[src/design/dma_pkg.sv]
`default_nettype none

package dma_pkg;

	// User port word and byte address
	localparam int DATA_W = 32;
	localparam int ADDR_W = 30;

	// Words per memory command
	localparam int BURST_LEN = 8;
	localparam int BURST_CNT_W = $clog2(BURST_LEN + 1);

	// Host-side buffers
	localparam int FIFO_DEPTH = 64;
	localparam int COUNT_W = 7;
	// Highest output level that still leaves room for one more burst
	localparam int READ_ROOM = FIFO_DEPTH - 1 - BURST_LEN;

	// Memory command codes
	localparam int CMD_W = 3;
	localparam logic [CMD_W-1:0] CMD_WRITE = 3'd0;
	localparam logic [CMD_W-1:0] CMD_READ = 3'd1;

	// Behavioral memory model
	localparam int MEM_WORDS = 256;
	localparam int CALIB_CYCLES = 20;
	localparam int CMD_QUEUE_DEPTH = 4;
	localparam int WQ_DEPTH = 16;
	localparam int RQ_DEPTH = 16;

endpackage

`default_nettype wire

[src/design/sync_fifo.sv]
`default_nettype none

module sync_fifo (
	input  wire                          clk,
	input  wire                          reset_d,
	input  wire                          push,
	input  wire  [dma_pkg::DATA_W-1:0]   push_data,
	input  wire                          pop,
	output logic [dma_pkg::DATA_W-1:0]   pop_data,
	output logic                         pop_valid,
	output logic [dma_pkg::COUNT_W-1:0]  count,
	output logic                         full
);
	import dma_pkg::*;

	logic [DATA_W-1:0]             mem [FIFO_DEPTH];
	logic [$clog2(FIFO_DEPTH)-1:0] wr_ptr;
	logic [$clog2(FIFO_DEPTH)-1:0] rd_ptr;
	logic                          do_push;
	logic                          do_pop;

	assign full = (count == FIFO_DEPTH);

	// Pushes into a full buffer are dropped
	assign do_push = push && !full;
	// Pops of an empty buffer give no valid
	assign do_pop = pop && (count != 0);

	// Storage
	always_ff @(posedge clk) begin
		if (do_push) begin
			mem[wr_ptr] <= push_data;
		end
	end

	// Registered read word
	always_ff @(posedge clk) begin
		if (do_pop) begin
			pop_data <= mem[rd_ptr];
		end
	end

	always_ff @(posedge clk or posedge reset_d) begin
		if (reset_d) begin
			wr_ptr <= '0;
			rd_ptr <= '0;
			pop_valid <= 1'b0;
			count <= '0;
		end else begin
			pop_valid <= do_pop;
			if (do_push) begin
				wr_ptr <= wr_ptr + 1'b1;
			end
			if (do_pop) begin
				rd_ptr <= rd_ptr + 1'b1;
			end
			// Fill level follows both ends in the same cycle
			case ({do_push, do_pop})
				2'b10: count <= count + 1'b1;
				2'b01: count <= count - 1'b1;
				default: count <= count;
			endcase
		end
	end

endmodule

`default_nettype wire

[config.mk]
export PLATFORM = sky130hd
export DESIGN_NAME = sync_fifo
export DESIGN_NICKNAME = d
export VERILOG_FILES = /design/src/design/dma_pkg.sv /design/src/design/sync_fifo.sv
export SDC_FILE = /design/constraint.sdc
export NUM_CORES = 2
export LEC_CHECK = 0
export BUFFER_PORTS_ARGS = -buffer_cell sky130_fd_sc_hd__buf_4
export CORE_MARGIN = 2
export CORE_UTILIZATION = 45
export CTS_CLUSTER_SIZE = 28
export DETAILED_ROUTE_END_ITERATION = 6
export GPL_TIMING_DRIVEN = 0
export MAX_ROUTING_LAYER = met4
export PLACE_DENSITY_LB_ADDON = 0.1
export RECOVER_POWER = 100
export SETUP_SLACK_MARGIN = 0.2
export SLEW_MARGIN = 20
export SYNTH_ARGS = -nofsm -noshare
export SYNTH_HDL_FRONTEND = slang
export SYNTH_SLANG_ARGS = --single-unit
export TNS_END_PERCENT = 20
[constraint.sdc]
create_clock -name clk -period 10.2 [get_ports clk]
set_input_delay 2.04 -clock clk [delete_from_list [all_inputs] [get_ports clk]]
set_output_delay 2.04 -clock clk [all_outputs]
set_load 0.05 [all_outputs]
==> summary.md <==
| Metric | Value |
|---|---|
| Final core occ | `between 50% and 60%` |
| Final GP Congestion | `0.862` |
| Max-cap viol count | `105` |
| Total Neg Setup Slack | `0 ns` |
| Std-Cell Rows | `154` |
| Share of layout cells above drive strength 1 | `21.4%` |
| DR WL/cell | `36.2 µm` |
| Arr. time, crit path | `between 6 and 7 ns` |
| EDFF count, synth | `2080` |
| Setup repair bufs after CTS | `0` |
| Die Ht | `425 µm` |
| Vias in the first global route | `39166` |
| First-pass GRT wire length | `321000 µm` |
| Clk Latency, worst-skew pair | `0.87 ns` |
| Worst path required time | `between 10 and 15 ns` |
| Largest area contributor in the synthesized netlist | `edfxtp_1` |
| Maximum VDD drop | `0.000199 V` |
| Via/cell ratio | `roughly 6` |
| Grt ovf | `0` |
| CP Class | `in -> reg` |
| Initial antenna violation count | `16` |
| First element of the critical path | `push` |
| Hold path cells | `1` |
| Reg2Reg Launch Point | `count[0]` |
| Setup violations, final | `0` |
| Total number of vias | `39434` |
| Layout Nets | `3963` |
| Die area | `181000 µm²` |
| Pwr dens | `between 200 and 300 nW/µm²` |
| CTS-repair resized insts | `0` |
| Synth warn | `0` |
| Fillers | `around 14000` |
| Final HPWL DP | `151000 µm` |
| IO Port Bufs | `76` |
| Worst R2R Setup Slack | `4.35 ns` |
| Setup Skew | `between 0.03 and 0.04 ns` |
| Post-synthesis cell type count | `between 40 and 50` |
| Worst-Margin Slew | `4.26 ns` |
| Max FO, Critical Path | `17` |
| Hold Violations, Final | `0` |
| Starting Density | `a little under half` |
| Area contributors post-synth | `edfxtp_1, mux4_2, mux2i_1` |
| Die width | `approximately 430 µm` |
| Pleak | `28.1 nW` |
| CTS max path bufs | `3` |
| Sequential fraction of the synthesis area | `between 70 and 80%` |
| Io pins | `between 70 and 80` |
| Reg2reg end | `mem[59][22]` |
| Routed Antenna Nets | `0` |
| Worst Hold Endpoint | `count[6]` |
| DR iter-0 viols | `around 5500` |
| Pin count of the biggest net entering global routing | `65` |
| Yosys reg bits | `2100` |
| Count leader, synth | `edfxtp_1` |
| Synth top area share | `between 70% and 80%` |
| Post-Route WL | `roughly 230000 µm` |
| Ys async rst share | `0.952%` |
| Relative slew slack | `-184%` |
| Core area | `176000 µm²` |
| RSZ-0062 raised after global routing | `no` |
| Hold buffers post-CTS | `0` |
| Clock slew at reported path FFs | `0.06 ns` |
| CTS tree | `done` |
| Hold path startpoint | `count[6]` |
| Syn Area/Cell | `22.6 µm²` |
| Pre-Repair DR Iteration Count | `5` |
| GRT Total Usage | `between 20% and 30%` |
| Post-synthesis cell count | `3543` |
| Crit path launch type | `primary input` |
| Htree depth | `4` |
| CTS root buf | `clkbuf_16` |
| Synthesized Nets | `about 3600` |
| Remaining routing DRC violations | `0` |
| Final Cycle Share | `63.5%` |
| CTS Buf Count | `213` |
| Status | `finished, violations left` |
| Post-Synthesis Cell Area | `79900 µm²` |
| R2R depth | `6` |
| Critical path endpoint category | `flip-flop` |
| Max Clk Rate | `between 150 and 200 MHz` |
| Max Slew Vio Count | `3283` |
| Clock tree sinks | `2100` |
| Failing checks | `capacitance limit, slew limit` |
| Syn-to-layout area delta | `13.2%` |
| Top_reg_cell synth | `edfxtp_1` |
| Tmin final | `6.48 ns` |
| Worst hold path type | `reg -> reg` |
| Commonest cells post-synth | `edfxtp_1, mux4_2, mux2i_1` |
## where the power goes
part | switching [mW] | internal [mW]
combinational | 5.39 | 2.79
sequential | 0.109 | 9.99
clock | 3.38 | 4.41
## final cells by class
cell class              instances  area (µm²)  area share [%]
diodes                          5        12.5          0.0138
inverters                       8        30.0          0.0332
clock buffers                 267        5660            6.26
repair buffers                160         627           0.693
plain buffers                 201        1040            1.15
clock inverters               128        1310            1.45
flip-flops and latches       2100       63000            69.6
multi-input cells            1234       15900            17.6
well taps                    2340        2930            3.24
## layer usage
layer | global-route usage [%] | vias up | part of all wire (%) | wire [µm]
met3 | 4.07 | 358 | 7.5 | 17400
li1 | - | 15857 | - | -
met4 | 9.78 | 0 | 4.1 | 9590
met2 | 39.8 | 1756 | 47 | 109000
met5 | - | - | 0 | 0
met1 | 37.6 | 21463 | 42 | 97400
## worst max-delay path by stage
stage	to	slack (ns)	depth (start not counted)
global route	mem[59][21]	3.73	6
detailed placement	mem[51][18]	4.60	6
CTS	mem[59][24]	5.50	6
global placement	mem[44][24]	2.34	6
floorplan	count[5]	5.24	9
finish	mem[59][22]	3.72	6
## worst max-delay path: stages
cell	delay (ns)
clkbuf_4	0.10
inv_1	0.07
nor3_1	0.88
nand3_1	0.71
nor2_1	1.85
clkbuf_1	1.22
## cell usage in the layout (no fill, tap or decap), types with 20 or more instances in the layout
master     count
edfxtp_1    2080
mux4_2       475
clkbuf_1     302
clkbuf_16    214
mux2i_1      139
a22oi_1       88
nor2_1        74
o22ai_1       54
nand2_1       52
a21oi_1       52
clkinv_2      51
nand3_1       48
o21ai_0       43
clkinv_1      39
nand2b_1      32
o211ai_1      32
a22o_1        32
a221oi_1      28
buf_4         26
buf_2         25
buf_1         21
buf_6         20
dfrtp_1       20
## per-stage QoR
step	power, mW	instances	hold slack (ns)	setup WS [ns]	instance area [µm²]
6_report	26.1	6443	0.539	3.72	90500
5_1_grt	26.8	6440	0.576	3.73	90500
4_1_cts	26.4	6438	0.559	5.50	92800
3_5_place_dp	18.7	6043	0.542	4.60	85900
3_3_place_gp	18.5	5959	0.531	2.34	83400
2_1_floorplan	14.9	3543	0.480	5.24	79900
## cell families after synthesis
kind of cell	share of synthesized area, %
DFF	78.8
muxes	15.2
AOI/OAI and AO/OA	3.06
and+or+nand+nor	1.38
buffers and inverters	1.33
xor gates and xnor gates	0.142
adders and majority gates	0.150
## flip-flops by register name, indices dropped and copies added (netlist names)
name and flops:
rd_ptr 6, wr_ptr 6, mem 2048, pop_valid 1, count 7, pop_data 32
Power figures use the tool's default switching activity.
